File: src/hdl/lsu_pkg.sv
/*
  Load/store unit shared definitions
  Bus widths, byte lane helpers, access size encoding and the
  default limit on outstanding bus transactions
*/

package lsu_pkg;

  ////////////////////////////////////////////////////////////////////////////
  // Bus geometry
  ////////////////////////////////////////////////////////////////////////////

  // Address and data bus widths
  parameter int unsigned ADDR_W = 32;
  parameter int unsigned DATA_W = 32;

  // Lane helpers for byte and halfword selection
  parameter int unsigned BYTE_W = 8;
  parameter int unsigned HALF_W = 16;

  // One byte enable per data byte
  parameter int unsigned BE_W = DATA_W / BYTE_W;

  // Byte offset within a word
  parameter int unsigned OFFSET_W = $clog2(BE_W);

  ////////////////////////////////////////////////////////////////////////////
  // Access size
  ////////////////////////////////////////////////////////////////////////////

  // Encoding 3 is not named, it decodes as a word everywhere
  typedef enum logic [1:0] {
    SIZE_BYTE = 2'd0,
    SIZE_HALF = 2'd1,
    SIZE_WORD = 2'd2
  } lsu_size_e;

  // Default outstanding transaction limit
  parameter int unsigned MAX_OUTSTANDING_DEFAULT = 2;

endpackage

File: src/hdl/lsu_req_gen.sv
/*
  Load/store request generation
  Effective address, byte enables, store data lane rotation and
  detection of accesses that need a second bus phase
*/

`timescale 1ns/1ps

module lsu_req_gen (
  input  logic                          ex_req_i,
  input  lsu_pkg::lsu_size_e            ex_size_i,
  input  logic                          ex_second_i,
  input  logic                          ex_use_incr_i,
  input  logic [lsu_pkg::ADDR_W-1:0]    ex_op_a_i,
  input  logic [lsu_pkg::ADDR_W-1:0]    ex_op_b_i,
  input  logic [lsu_pkg::DATA_W-1:0]    ex_wdata_i,
  input  logic [lsu_pkg::OFFSET_W-1:0]  ex_reg_offset_i,
  output logic [lsu_pkg::ADDR_W-1:0]    addr_o,
  output logic [lsu_pkg::OFFSET_W-1:0]  offset_o,
  output logic [lsu_pkg::BE_W-1:0]      be_o,
  output logic [lsu_pkg::DATA_W-1:0]    wdata_o,
  output logic                          misaligned_o
);

  // Unaligned effective address
  logic [lsu_pkg::ADDR_W-1:0]    eff_addr;
  // Store data lane shift in bytes
  logic [lsu_pkg::OFFSET_W-1:0]  wdata_shift;
  // Store data doubled up so a shift gives a rotation
  logic [2*lsu_pkg::DATA_W-1:0]  wdata_dbl;

  ////////////////////////////////////////////////////////////////////////////
  // Address
  ////////////////////////////////////////////////////////////////////////////

  // Base only, or base plus increment
  assign eff_addr = ex_use_incr_i ? (ex_op_a_i + ex_op_b_i) : ex_op_a_i;

  // Byte offset of the first phase, also used for read alignment
  assign offset_o = eff_addr[lsu_pkg::OFFSET_W-1:0];

  // Second phase always starts at the next word boundary
  // (the pipeline has already advanced the operands)
  assign addr_o = ex_second_i ?
                  {eff_addr[lsu_pkg::ADDR_W-1:lsu_pkg::OFFSET_W], {lsu_pkg::OFFSET_W{1'b0}}} :
                  eff_addr;

  ////////////////////////////////////////////////////////////////////////////
  // Byte enables
  ////////////////////////////////////////////////////////////////////////////

  always_comb
  begin
    case (ex_size_i)
      lsu_pkg::SIZE_BYTE:
      begin
        // Single lane at the offset
        case (offset_o)
          2'd0:    be_o = 4'b0001;
          2'd1:    be_o = 4'b0010;
          2'd2:    be_o = 4'b0100;
          default: be_o = 4'b1000;
        endcase
      end
      lsu_pkg::SIZE_HALF:
      begin
        if (!ex_second_i)
        begin
          // Offset 3 only gets the top lane in this phase
          case (offset_o)
            2'd0:    be_o = 4'b0011;
            2'd1:    be_o = 4'b0110;
            2'd2:    be_o = 4'b1100;
            default: be_o = 4'b1000;
          endcase
        end
        else
        begin
          // Remaining byte of a split half
          be_o = 4'b0001;
        end
      end
      default:
      begin
        if (!ex_second_i)
        begin
          // Upper lanes from the offset
          case (offset_o)
            2'd0:    be_o = 4'b1111;
            2'd1:    be_o = 4'b1110;
            2'd2:    be_o = 4'b1100;
            default: be_o = 4'b1000;
          endcase
        end
        else
        begin
          // Lower lanes left over from the first phase
          case (offset_o)
            2'd0:    be_o = 4'b0000;
            2'd1:    be_o = 4'b0001;
            2'd2:    be_o = 4'b0011;
            default: be_o = 4'b0111;
          endcase
        end
      end
    endcase
  end

  ////////////////////////////////////////////////////////////////////////////
  // Store data
  ////////////////////////////////////////////////////////////////////////////

  // Register offset already accounts for part of the lane move
  assign wdata_shift = offset_o - ex_reg_offset_i;

  // Upper half of the shifted pair is the rotated word
  assign wdata_dbl = {ex_wdata_i, ex_wdata_i} << (lsu_pkg::BYTE_W * wdata_shift);
  assign wdata_o   = wdata_dbl[2*lsu_pkg::DATA_W-1 -: lsu_pkg::DATA_W];

  ////////////////////////////////////////////////////////////////////////////
  // Misalignment
  ////////////////////////////////////////////////////////////////////////////

  // Only a first phase can ask for another phase
  always_comb
  begin
    misaligned_o = 1'b0;
    if (ex_req_i && !ex_second_i)
    begin
      case (ex_size_i)
        lsu_pkg::SIZE_BYTE: misaligned_o = 1'b0;
        lsu_pkg::SIZE_HALF: misaligned_o = (offset_o == 2'd3);
        default:            misaligned_o = (offset_o != 2'd0);
      endcase
    end
  end

endmodule

File: src/hdl/lsu_txn_counter.sv
/*
  Outstanding transaction counter
  Gates bus requests at the limit and derives the execute and
  writeback ready levels and the busy flag
*/

`timescale 1ns/1ps

module lsu_txn_counter #(
  parameter int unsigned DEPTH = lsu_pkg::MAX_OUTSTANDING_DEFAULT
) (
  input  logic clk,
  input  logic rst_n,
  input  logic ex_req_i,
  input  logic data_gnt_i,
  input  logic data_rvalid_i,
  output logic data_req_o,
  output logic txn_accept_o,
  output logic wb_update_o,
  output logic ready_ex_o,
  output logic ready_wb_o,
  output logic busy_o
);

  // Counter must hold the value DEPTH itself
  localparam int unsigned CNT_W = $clog2(DEPTH + 1);
  localparam logic [CNT_W-1:0] CNT_MAX = CNT_W'(DEPTH);
  localparam logic [CNT_W-1:0] CNT_ONE = CNT_W'(1);

  logic [CNT_W-1:0] cnt_q;
  logic [CNT_W-1:0] cnt_d;

  // Request only while below the limit
  assign data_req_o   = ex_req_i && (cnt_q < CNT_MAX);
  assign txn_accept_o = data_req_o && data_gnt_i;

  ////////////////////////////////////////////////////////////////////////////
  // Count
  ////////////////////////////////////////////////////////////////////////////

  // Up on accept, down on response, hold when both
  always_comb
  begin
    case ({txn_accept_o, data_rvalid_i})
      2'b10:   cnt_d = cnt_q + CNT_ONE;
      2'b01:   cnt_d = cnt_q - CNT_ONE;
      default: cnt_d = cnt_q;
    endcase
  end

  always_ff @(posedge clk or negedge rst_n)
  begin
    if (!rst_n)
      cnt_q <= '0;
    else
      cnt_q <= cnt_d;
  end

  ////////////////////////////////////////////////////////////////////////////
  // Ready levels
  ////////////////////////////////////////////////////////////////////////////

  // With WB occupied, EX and WB move in lock step on the response
  always_comb
  begin
    if (!ex_req_i)
      ready_ex_o = 1'b1;
    else if (cnt_q == '0)
      ready_ex_o = txn_accept_o;
    else if (cnt_q == CNT_ONE)
      ready_ex_o = txn_accept_o && data_rvalid_i;
    else
      ready_ex_o = data_rvalid_i;
  end

  // WB idle, or its awaited response is here
  assign ready_wb_o = (cnt_q == '0) ? 1'b1 : data_rvalid_i;

  // Access moves on to WB
  assign wb_update_o = ready_ex_o && ex_req_i;

  assign busy_o = (cnt_q != '0) || data_req_o;

endmodule

File: src/hdl/lsu_rdata_align.sv
/*
  Read data alignment
  Holds the writeback control of the access in flight, selects and
  extends the loaded byte, half or word and joins split loads
*/

`timescale 1ns/1ps

module lsu_rdata_align (
  input  logic                          clk,
  input  logic                          rst_n,
  input  logic                          wb_update_i,
  input  logic                          ex_we_i,
  input  lsu_pkg::lsu_size_e            ex_size_i,
  input  logic                          ex_sign_ext_i,
  input  logic                          ex_second_i,
  input  logic                          misaligned_i,
  input  logic [lsu_pkg::OFFSET_W-1:0]  offset_i,
  input  logic                          data_rvalid_i,
  input  logic [lsu_pkg::DATA_W-1:0]    data_rdata_i,
  output logic [lsu_pkg::DATA_W-1:0]    rdata_o
);

  // Writeback control of the access in flight
  lsu_pkg::lsu_size_e            size_q;
  logic [lsu_pkg::OFFSET_W-1:0]  offset_q;
  logic                          sign_ext_q;
  logic                          we_q;

  // Raw first half of a split load, or the last result
  logic [lsu_pkg::DATA_W-1:0]    hold_q;

  // Response shifted down to the addressed lane
  logic [lsu_pkg::DATA_W-1:0]    rdata_shr;
  // New word over held word, shifted for a split access
  logic [2*lsu_pkg::DATA_W-1:0]  rdata_join;

  logic [lsu_pkg::BYTE_W-1:0]    sel_byte;
  logic [lsu_pkg::HALF_W-1:0]    sel_half;
  logic [lsu_pkg::DATA_W-1:0]    sel_word;
  logic [lsu_pkg::DATA_W-1:0]    rdata_ext;

  ////////////////////////////////////////////////////////////////////////////
  // Writeback control
  ////////////////////////////////////////////////////////////////////////////

  always_ff @(posedge clk or negedge rst_n)
  begin
    if (!rst_n)
    begin
      size_q     <= lsu_pkg::SIZE_BYTE;
      offset_q   <= '0;
      sign_ext_q <= 1'b0;
      we_q       <= 1'b0;
    end
    else if (wb_update_i)
    begin
      size_q     <= ex_size_i;
      offset_q   <= offset_i;
      sign_ext_q <= ex_sign_ext_i;
      we_q       <= ex_we_i;
    end
  end

  ////////////////////////////////////////////////////////////////////////////
  // Lane selection
  ////////////////////////////////////////////////////////////////////////////

  assign rdata_shr  = data_rdata_i >> (lsu_pkg::BYTE_W * offset_q);

  // Upper bytes of the held word continue into the new word
  assign rdata_join = {data_rdata_i, hold_q} >> (lsu_pkg::BYTE_W * offset_q);

  assign sel_byte = rdata_shr[lsu_pkg::BYTE_W-1:0];

  // Half at offset 3 straddles the word boundary
  assign sel_half = (offset_q == 2'd3) ? rdata_join[lsu_pkg::HALF_W-1:0] :
                                         rdata_shr[lsu_pkg::HALF_W-1:0];

  // Aligned word straight from the bus, else joined
  assign sel_word = (offset_q == 2'd0) ? data_rdata_i :
                                         rdata_join[lsu_pkg::DATA_W-1:0];

  ////////////////////////////////////////////////////////////////////////////
  // Extension
  ////////////////////////////////////////////////////////////////////////////

  always_comb
  begin
    case (size_q)
      lsu_pkg::SIZE_BYTE:
        rdata_ext = {{(lsu_pkg::DATA_W-lsu_pkg::BYTE_W){sign_ext_q & sel_byte[lsu_pkg::BYTE_W-1]}},
                     sel_byte};
      lsu_pkg::SIZE_HALF:
        rdata_ext = {{(lsu_pkg::DATA_W-lsu_pkg::HALF_W){sign_ext_q & sel_half[lsu_pkg::HALF_W-1]}},
                     sel_half};
      // Word needs no extension
      default:
        rdata_ext = sel_word;
    endcase
  end

  ////////////////////////////////////////////////////////////////////////////
  // Hold register
  ////////////////////////////////////////////////////////////////////////////

  // Raw word while a split access is still in EX, final value otherwise
  always_ff @(posedge clk)
  begin
    if (data_rvalid_i && !we_q)
    begin
      if (ex_second_i || misaligned_i)
        hold_q <= data_rdata_i;
      else
        hold_q <= rdata_ext;
    end
  end

  // Live value during the response, held value after it
  assign rdata_o = data_rvalid_i ? rdata_ext : hold_q;

endmodule

File: src/hdl/lsu_top.sv
/*
  Load/store unit data side
  Turns execute-stage accesses into bus requests, tracks outstanding
  transactions, aligns read data and reports bus errors
*/

`timescale 1ns/1ps

module lsu_top #(
  parameter int unsigned DEPTH = lsu_pkg::MAX_OUTSTANDING_DEFAULT
) (
  input  logic                          clk,
  input  logic                          rst_n,

  // Execute stage
  input  logic                          ex_req_i,
  input  logic                          ex_we_i,
  input  lsu_pkg::lsu_size_e            ex_size_i,
  input  logic                          ex_sign_ext_i,
  input  logic                          ex_second_i,
  input  logic                          ex_use_incr_i,
  input  logic [lsu_pkg::ADDR_W-1:0]    ex_op_a_i,
  input  logic [lsu_pkg::ADDR_W-1:0]    ex_op_b_i,
  input  logic [lsu_pkg::DATA_W-1:0]    ex_wdata_i,
  input  logic [lsu_pkg::OFFSET_W-1:0]  ex_reg_offset_i,
  input  logic                          block_addr_i,

  // Data bus
  output logic                          data_req_o,
  output logic [lsu_pkg::ADDR_W-1:0]    data_addr_o,
  output logic                          data_we_o,
  output logic [lsu_pkg::BE_W-1:0]      data_be_o,
  output logic [lsu_pkg::DATA_W-1:0]    data_wdata_o,
  input  logic                          data_gnt_i,
  input  logic                          data_rvalid_i,
  input  logic [lsu_pkg::DATA_W-1:0]    data_rdata_i,
  input  logic                          data_err_i,

  // Pipeline status
  output logic                          misaligned_o,
  output logic                          ready_ex_o,
  output logic                          ready_wb_o,
  output logic [lsu_pkg::DATA_W-1:0]    rdata_o,
  output logic                          busy_o,
  output logic                          err_o,
  output logic [lsu_pkg::ADDR_W-1:0]    err_addr_o
);

  logic [lsu_pkg::ADDR_W-1:0]    req_addr;
  logic [lsu_pkg::OFFSET_W-1:0]  req_offset;
  logic [lsu_pkg::BE_W-1:0]      req_be;
  logic [lsu_pkg::DATA_W-1:0]    req_wdata;
  logic                          txn_accept;
  logic                          wb_update;

  ////////////////////////////////////////////////////////////////////////////
  // Request side
  ////////////////////////////////////////////////////////////////////////////

  lsu_req_gen i_req_gen (
    .ex_req_i        (ex_req_i),
    .ex_size_i       (ex_size_i),
    .ex_second_i     (ex_second_i),
    .ex_use_incr_i   (ex_use_incr_i),
    .ex_op_a_i       (ex_op_a_i),
    .ex_op_b_i       (ex_op_b_i),
    .ex_wdata_i      (ex_wdata_i),
    .ex_reg_offset_i (ex_reg_offset_i),
    .addr_o          (req_addr),
    .offset_o        (req_offset),
    .be_o            (req_be),
    .wdata_o         (req_wdata),
    .misaligned_o    (misaligned_o)
  );

  // Bus fields follow the execute stage directly
  assign data_addr_o  = req_addr;
  assign data_we_o    = ex_we_i;
  assign data_be_o    = req_be;
  assign data_wdata_o = req_wdata;

  lsu_txn_counter #(
    .DEPTH (DEPTH)
  ) i_txn_counter (
    .clk           (clk),
    .rst_n         (rst_n),
    .ex_req_i      (ex_req_i),
    .data_gnt_i    (data_gnt_i),
    .data_rvalid_i (data_rvalid_i),
    .data_req_o    (data_req_o),
    .txn_accept_o  (txn_accept),
    .wb_update_o   (wb_update),
    .ready_ex_o    (ready_ex_o),
    .ready_wb_o    (ready_wb_o),
    .busy_o        (busy_o)
  );

  ////////////////////////////////////////////////////////////////////////////
  // Response side
  ////////////////////////////////////////////////////////////////////////////

  lsu_rdata_align i_rdata_align (
    .clk           (clk),
    .rst_n         (rst_n),
    .wb_update_i   (wb_update),
    .ex_we_i       (ex_we_i),
    .ex_size_i     (ex_size_i),
    .ex_sign_ext_i (ex_sign_ext_i),
    .ex_second_i   (ex_second_i),
    .misaligned_i  (misaligned_o),
    .offset_i      (req_offset),
    .data_rvalid_i (data_rvalid_i),
    .data_rdata_i  (data_rdata_i),
    .rdata_o       (rdata_o)
  );

  // Last granted address, frozen by the pipeline after an error
  always_ff @(posedge clk or negedge rst_n)
  begin
    if (!rst_n)
      err_addr_o <= '0;
    else if (txn_accept && !block_addr_i)
      err_addr_o <= req_addr;
  end

  // Error only counts with its response
  assign err_o = data_rvalid_i && data_err_i;

endmodule

File: config.mk
export PLATFORM = sky130hd
export DESIGN_NAME = lsu_top
export DESIGN_NICKNAME = d
export VERILOG_FILES = /design/src/hdl/lsu_pkg.sv /design/src/hdl/lsu_req_gen.sv /design/src/hdl/lsu_txn_counter.sv /design/src/hdl/lsu_rdata_align.sv /design/src/hdl/lsu_top.sv
export SDC_FILE = /design/constraint.sdc
export NUM_CORES = 1
export LEC_CHECK = 0
export ABC_AREA = 0
export BUFFER_PORTS_ARGS = -buffer_cell sky130_fd_sc_hd__buf_4
export CAP_MARGIN = 20
export CORE_UTILIZATION = 47
export CTS_CLUSTER_DIAMETER = 30
export CTS_CLUSTER_SIZE = 28
export DETAILED_ROUTE_END_ITERATION = 12
export GPL_ROUTABILITY_DRIVEN = 1
export PLACE_DENSITY_LB_ADDON = 0.2
export SYNTH_ARGS = -nofsm -noshare
export SYNTH_HDL_FRONTEND = slang
export SYNTH_SLANG_ARGS = --single-unit
File: constraint.sdc
create_clock -name clk -period 3.7 [get_ports clk]
set_input_delay 0.555 -clock clk [delete_from_list [all_inputs] [get_ports clk]]
set_output_delay 0.555 -clock clk [all_outputs]
set_load 0.01 [all_outputs]
==> metrics.txt, run 1 <==
status finished, final reports clean; Worst slew margin 41.8%; Synth top area share 12.7%; largest family of logic cells by synthesized area multiplexers; post-synthesis sequential area ratio 24.9%; Req. time, crit path 3.14 ns; Sw Ratio 40.8%; Clock Sink Count 72; met1 Use GR 35.3%; die area 17300 um^2; grt met2 use 45.1%; total of warnings raised by yosys 0; Clock Tree Buf Depth 2; Peak supply drop 0.000369 V; Pre-Repair DR Iteration Count 7; Hold Path Class input port to asynchronous set/reset pin; Detail Route Antenna Nets 0; Final Max Tran Viols 0; # DRC 0; synthesized-area fraction occupied by and/or/nand/nor cells 11.5%; Power Internal 3.70 mW; EDFF count, synth 32; Chip Height 131 um; compound-cell area share of the yosys netlist 20.0%; P_leak 4.80 nW; count of cell types in the netlist 63; Sequential Area 1960 um^2; GP Congestion 0.953; initial antenna violation count 0; Area contributors post-synth dfrtp_1, edfxtp_1, mux2i_1; share of layout cells above drive strength 1 39.6%; GRT busiest layer met2; GRT Total Usage 27.5%; final WL 24400 um; GR Overflow Total 0; routing usage on met3 7.02%; Post-Synth Adder-Cell Area 7.09%; Flop pwr share 22.3%; CP Class input port to output pin; fill count 1362; Reg clk slew, reported paths 0.06 ns; Syn Area/Cell 9.05 um^2; Hold Slack 0.202 ns; PnR worst setup slack 0.0456 ns; Post-Syn Area 7870 um^2; leading area contributor after synthesis dfrtp_1; clock network fraction of total power 14.3%; P_sw 2.55 mW; CP arrival 3.10 ns; pre-CTS setup slack -0.104 ns; initial core utilization 48.9%; Routed wire per std cell 18.2 um; 1st-iter DRT viols 591; clk_skew 0.00815 ns; I/O pins 282; Final min period 3.65 ns; Die Wd 131 um; Synth Area in XOR/XNOR 3.56%; reg-to-reg setup timing slack 1.20 ns; pin count of the biggest net entering global routing 71; Site Rows 46; CTS tree yes; Peak Freq 274 MHz; # port buffers 281; P&R area growth vs syn 35.0%; vias per cell 5.87; commonest non-fill, non-tap cells in the layout buf_4, a21oi_1, nor2_1; commonest non-fill, non-tap cell in the layout buf_4; nature of the critical path startpoint input port; core footprint 16100 um^2; Top FF cell, synth dfrtp_1; power per cell area 588 nW/um^2; vias in the first global route 7288; Critical Path End Type output pin; share of flip-flops with an asynchronous set or reset 55.6%; Diodes inserted 0; combinational share of power 63.3%; depth of the CTS H-tree 3; Post-Syn Nets 1057; Mapped Cells 870; area taken by multi-input logic gates 5700 um^2; worst-margin pin slew 0.869 ns; later-pin clock latency in the skew report 0.35 ns; Crit Path Max Fanout 2; Clk Tree Root Cell clkbuf_16; Period Utilization, post-route 98.8%; Setup-failing EPs final 0; Max Cap Viol 0; final hold viol count 0; Final nets 1310; fraction of synthesized area in multiplexers 28.5%; Yosys reg bits 72; CTS buffer count 9; DPL Wire Length 18400 um; routed vias 7884; first-pass GRT wire length 38000 um
## final cells by class
cell class / instances / share of cell area, %
Timing Repair Buffer: 307 / 21.9
Clock buffer: 10 / 2.15
Sequential cell: 72 / 18.5
Inverter: 19 / 0.671
Tap cell: 216 / 2.54
Multi-Input combinational cell: 714 / 53.6
Clock inverter: 6 / 0.565
## per-layer routing
metal,vias to the layer above,wire [um]
met3,32,2140
met5,-,0
met1,3721,10200
met4,0,487
met2,358,11500
li1,3773,-
## cells in the mapped netlist (5+ instances only)
master and n:
buf_2 9, mux2i_1 87, nand2_1 49, nor2_1 101, a21oi_1 127, clkbuf_1 41
o21a_1 9, nand4_1 5, mux2_2 57, a21o_1 11, nand2b_1 8, dfrtp_1 40
inv_1 19, and3_1 6, o21ai_0 28, nor2b_1 10, a221oi_1 15, a31oi_1 18
buf_1 11, mux4_2 30, ha_1 43, nand3_1 12, xnor2_1 24, o21bai_1 9
edfxtp_1 32, a31o_2 5, xor2_1 8
## power by group through the flow
stage / Sequential (mW) / Clock [mW] / Combinational [mW]
floorplan: 1.44 / 0 / 2.44
global placement: 1.40 / 0 / 3.87
detailed placement: 1.40 / 0 / 3.92
CTS: 1.40 / 0.913 / 3.93
global route: 1.44 / 0.938 / 4.27
finish: 1.40 / 0.897 / 3.96
## critical path, stage by stage
cell and delay (ns):
buf_6 0.08, ha_4 0.13, inv_2 0.04, fa_2 0.39
nor2b_4 0.17, o2111ai_4 0.16, a311o_1 0.44, a2111oi_4 0.36
nor4_4 0.08, o21ba_1 0.20, xnor2_1 0.12, mux2_4 0.27
buf_6 0.12
## state kept, by name, indices dropped and copies added (netlist names)
register                  flops
err_addr_o                   32
i_rdata_align.hold_q         32
i_rdata_align.offset_q        2
i_rdata_align.size_q          2
i_txn_counter.cnt_q           2
i_rdata_align.sign_ext_q      1
i_rdata_align.we_q            1
## cells by family (layout without fill, tap and decap cells)
| group | Yosys count | count (layout) |
|---|---|---|
| buffers and inverters | 84 | 342 |
| XOR/XNOR | 32 | 32 |
| AND/OR/NAND/NOR | 205 | 205 |
| adder cells (fa/ha/maj) | 44 | 44 |
| AO/OA/AOI/OAI | 255 | 255 |
| multiplexers | 178 | 178 |
| flip-flops | 72 | 72 |
## metrics by stage
stage / setup TNS, ns / power [mW] / cells / cell area [um^2] / util, %
3_3_place_gp: -0.0950 / 5.27 / 1327 / 10200 / 63.4
5_1_grt: -0.0724 / 6.65 / 1344 / 10600 / 66.0
2_1_floorplan: 0 / 3.88 / 870 / 7870 / -
6_report: 0 / 6.25 / 1344 / 10600 / 66.0
4_1_cts: 0 / 6.24 / 1343 / 10500 / 65.2
3_5_place_dp: -0.314 / 5.32 / 1327 / 10200 / 63.4
## final timing paths
kind / startpoint / end / depth (start not counted)
setup reg to reg: i_rdata_align.offset_q[1] / i_rdata_align.hold_q[18] / 7
hold / removal: rst_n / err_addr_o[5] / 1
max in group asynchronous: rst_n / i_rdata_align.offset_q[1] / 1
hold reg to reg: err_addr_o[18] / err_addr_o[18] / 1
min in group clk: ex_sign_ext_i / i_rdata_align.sign_ext_q / 2
setup / recovery: ex_op_b_i[0] / data_addr_o[24] / 13
## what timing repair did
item	CTS	global route
gates resized for setup	3	20
pin swaps	1	12
endpoints found under the hold margin	0	0
hold buffers	0	0
buffers inserted	0	1
setup endpoints to repair	4	9
Power figures use the tool's default switching activity.
==> run 2: changes to the inputs <==
--- a/config.mk
+++ b/config.mk
@@ -13,7 +13,9 @@
 export CTS_CLUSTER_SIZE = 28
 export DETAILED_ROUTE_END_ITERATION = 12
 export GPL_ROUTABILITY_DRIVEN = 1
+export MAX_ROUTING_LAYER = met4
 export PLACE_DENSITY_LB_ADDON = 0.2
+export SETUP_SLACK_MARGIN = 0.5
 export SYNTH_ARGS = -nofsm -noshare
 export SYNTH_HDL_FRONTEND = slang
 export SYNTH_SLANG_ARGS = --single-unit
==> constraint.sdc (replaced) <==
create_clock -name clk -period 3.7 [get_ports clk]
set_input_delay 0.555 -clock clk [delete_from_list [all_inputs] [get_ports clk]]
set_output_delay 0.555 -clock clk [all_outputs]
set_load 0.02 [all_outputs]
==> run 2 against run 1 <==
Against the previous run:
- first-iteration DRC count down 13%
- core utilization up 5.8 points
- via count up 2.2%
- clock skew up 0.0062 ns
- non-clock buffer count up 26
- worst hold slack worse by 0.00091 ns
- global-route usage up 1.5 points
- combinational power up 20%
- highest routed layer unchanged
==> metrics.txt, run 2 (synthesis gave the netlist of run 1 again) <==
clk_skew 0.0144 ns; P_leak 4.98 nW; Req. time, crit path 3.14 ns; pin count of the biggest net entering global routing 71; Final Cell Area 11600 um^2; # DRC 0; vias per cell 5.88; routed vias 8058; Worst slew margin 51.5%; power per cell area 603 nW/um^2; Pre-Repair DR Iteration Count 6; Clock Tree Buf Depth 2; Peak Freq 281 MHz; Final nets 1336; vias in the first global route 7928; CP max-delay cell fa_2; nature of the critical path startpoint input port; CP peak stage delay 0.37 ns; commonest non-fill, non-tap cells in the layout buf_4, a21oi_1, nor2_1; Crit Path Max Fanout 2; Clk Tree Root Cell clkbuf_16; Critical Path End Type output pin; CTS buffer count 9; final WL 25200 um; depth of the CTS H-tree 3; worst setup path start ex_op_b_i[0]; Hold-fix buffers, CTS 0; Detail Route Antenna Nets 0; # port buffers 281; core footprint 16100 um^2; CTS tree yes; die area 17300 um^2; 1st-iter DRT viols 517; final cell count without fillers 1370; Clock Sink Count 72; GRT Total Usage 29.0%; CP arrival 3.00 ns; P&R area growth vs syn 46.9%; commonest non-fill, non-tap cell in the layout buf_4; Period Utilization, post-route 96.0%; worst-path cell chain buf_6, ha_4, inv_2, fa_2, nor2b_4, o2111ai_2, a311o_1, a2111oi_4, nor4_2, o21ba_1, xnor2_1, mux2_4, buf_4; later-pin clock latency in the skew report 0.35 ns; DP Area 10400 um^2; Peak supply drop 0.000309 V; Max Cap Viol 0; GR Overflow Total 0; I/O pins 282; status finished, final reports clean; Chip Height 131 um; Reg-to-Reg Start i_txn_counter.cnt_q[1]; worst-margin pin slew 0.728 ns; initial core utilization 48.9%; unrepaired setup endpoints after global routing yes; CP Class input port to output pin; Util after Layout 71.8%; Die Wd 131 um; Hold Path Class input port to asynchronous set/reset pin; Reg clk slew, reported paths 0.06 ns; GP Congestion 0.905; Diodes inserted 0; fill count 1221; first-pass GRT wire length 39600 um; Final Max Tran Viols 0; placed cell count 1326; Setup-failing EPs final 0; final hold viol count 0; share of layout cells above drive strength 1 47.7%; DPL Wire Length 17900 um; Site Rows 46; initial antenna violation count 0; biggest registers after layout err_addr_o: 32 flops, i_rdata_align.hold_q: 32 flops; Routed wire per std cell 18.4 um; Final min period 3.55 ns
## run 2: final timing paths
check | slack, ns | to | cells after the start
max | 0.15 | data_addr_o[24] | 13
min | 0.20 | err_addr_o[26] | 1
max reg2reg | 1.47 | i_rdata_align.we_q | 8
min reg2reg | 0.51 | err_addr_o[14] | 1
max in group asynchronous | 3.08 | i_rdata_align.offset_q[1] | 1
min in group clk | 0.47 | i_rdata_align.sign_ext_q | 2
## run 2: where the power goes
part / switching, mW / internal, mW / total (mW)
registers: 0.209 / 1.20 / 1.41
clock network: 0.377 / 0.453 / 0.830
logic: 2.50 / 2.24 / 4.74
total: 3.08 / 3.89 / 6.97
## run 2: cell type report
class | count | area, um^2 | share of cell area (%)
Tap cell | 216 | 270 | 2.34
Multi-Input combinational cell | 714 | 6330 | 54.8
Inverter | 19 | 71.3 | 0.616
Sequential cell | 72 | 1960 | 17.0
Timing Repair Buffer | 333 | 2660 | 23.0
Clock buffer | 9 | 225 | 1.95
Clock inverter | 7 | 46.3 | 0.400
## run 2: critical path: cells and delay by family
kind	cells	cell delay [ns]
AOI/OAI and AO/OA	4	1.03
and+or+nand+nor	2	0.25
buffers and inverters	3	0.28
adders and majority gates	2	0.51
xor gates and xnor gates	1	0.12
muxes	1	0.27
## run 2: per-stage QoR
| stage | hold WS [ns] | worst slack [ns] | power (mW) | TNS [ns] |
|---|---|---|---|---|
| 2_1_floorplan | 0.259 | 0.441 | 4.34 | 0 |
| 3_3_place_gp | 0.492 | 0.0571 | 5.75 | 0 |
| 3_5_place_dp | 0.494 | -0.0402 | 5.82 | -0.180 |
| 4_1_cts | 0.207 | 0.167 | 6.86 | 0 |
| 5_1_grt | 0.245 | 0.0783 | 7.38 | 0 |
| 6_report | 0.201 | 0.147 | 6.97 | 0 |
## run 2: what timing repair did
item | CTS | global route
endpoints found under the hold margin | 0 | 0
pin swaps | 33 | 19
buffers inserted | 17 | 10
gates cloned | 0 | 1
gates resized for setup | 88 | 36
setup endpoints to repair | 72 | 61
## run 2: per-layer routing
| layer | routed length, um | GRT usage [%] | vias up |
|---|---|---|---|
| li1 | - | - | 3827 |
| met1 | 9820 | 34.1 | 3832 |
| met2 | 12900 | 49.5 | 344 |
| met3 | 1740 | 4.48 | 55 |
| met4 | 737 | 11.9 | 0 |
| met5 | 0 | - | - |
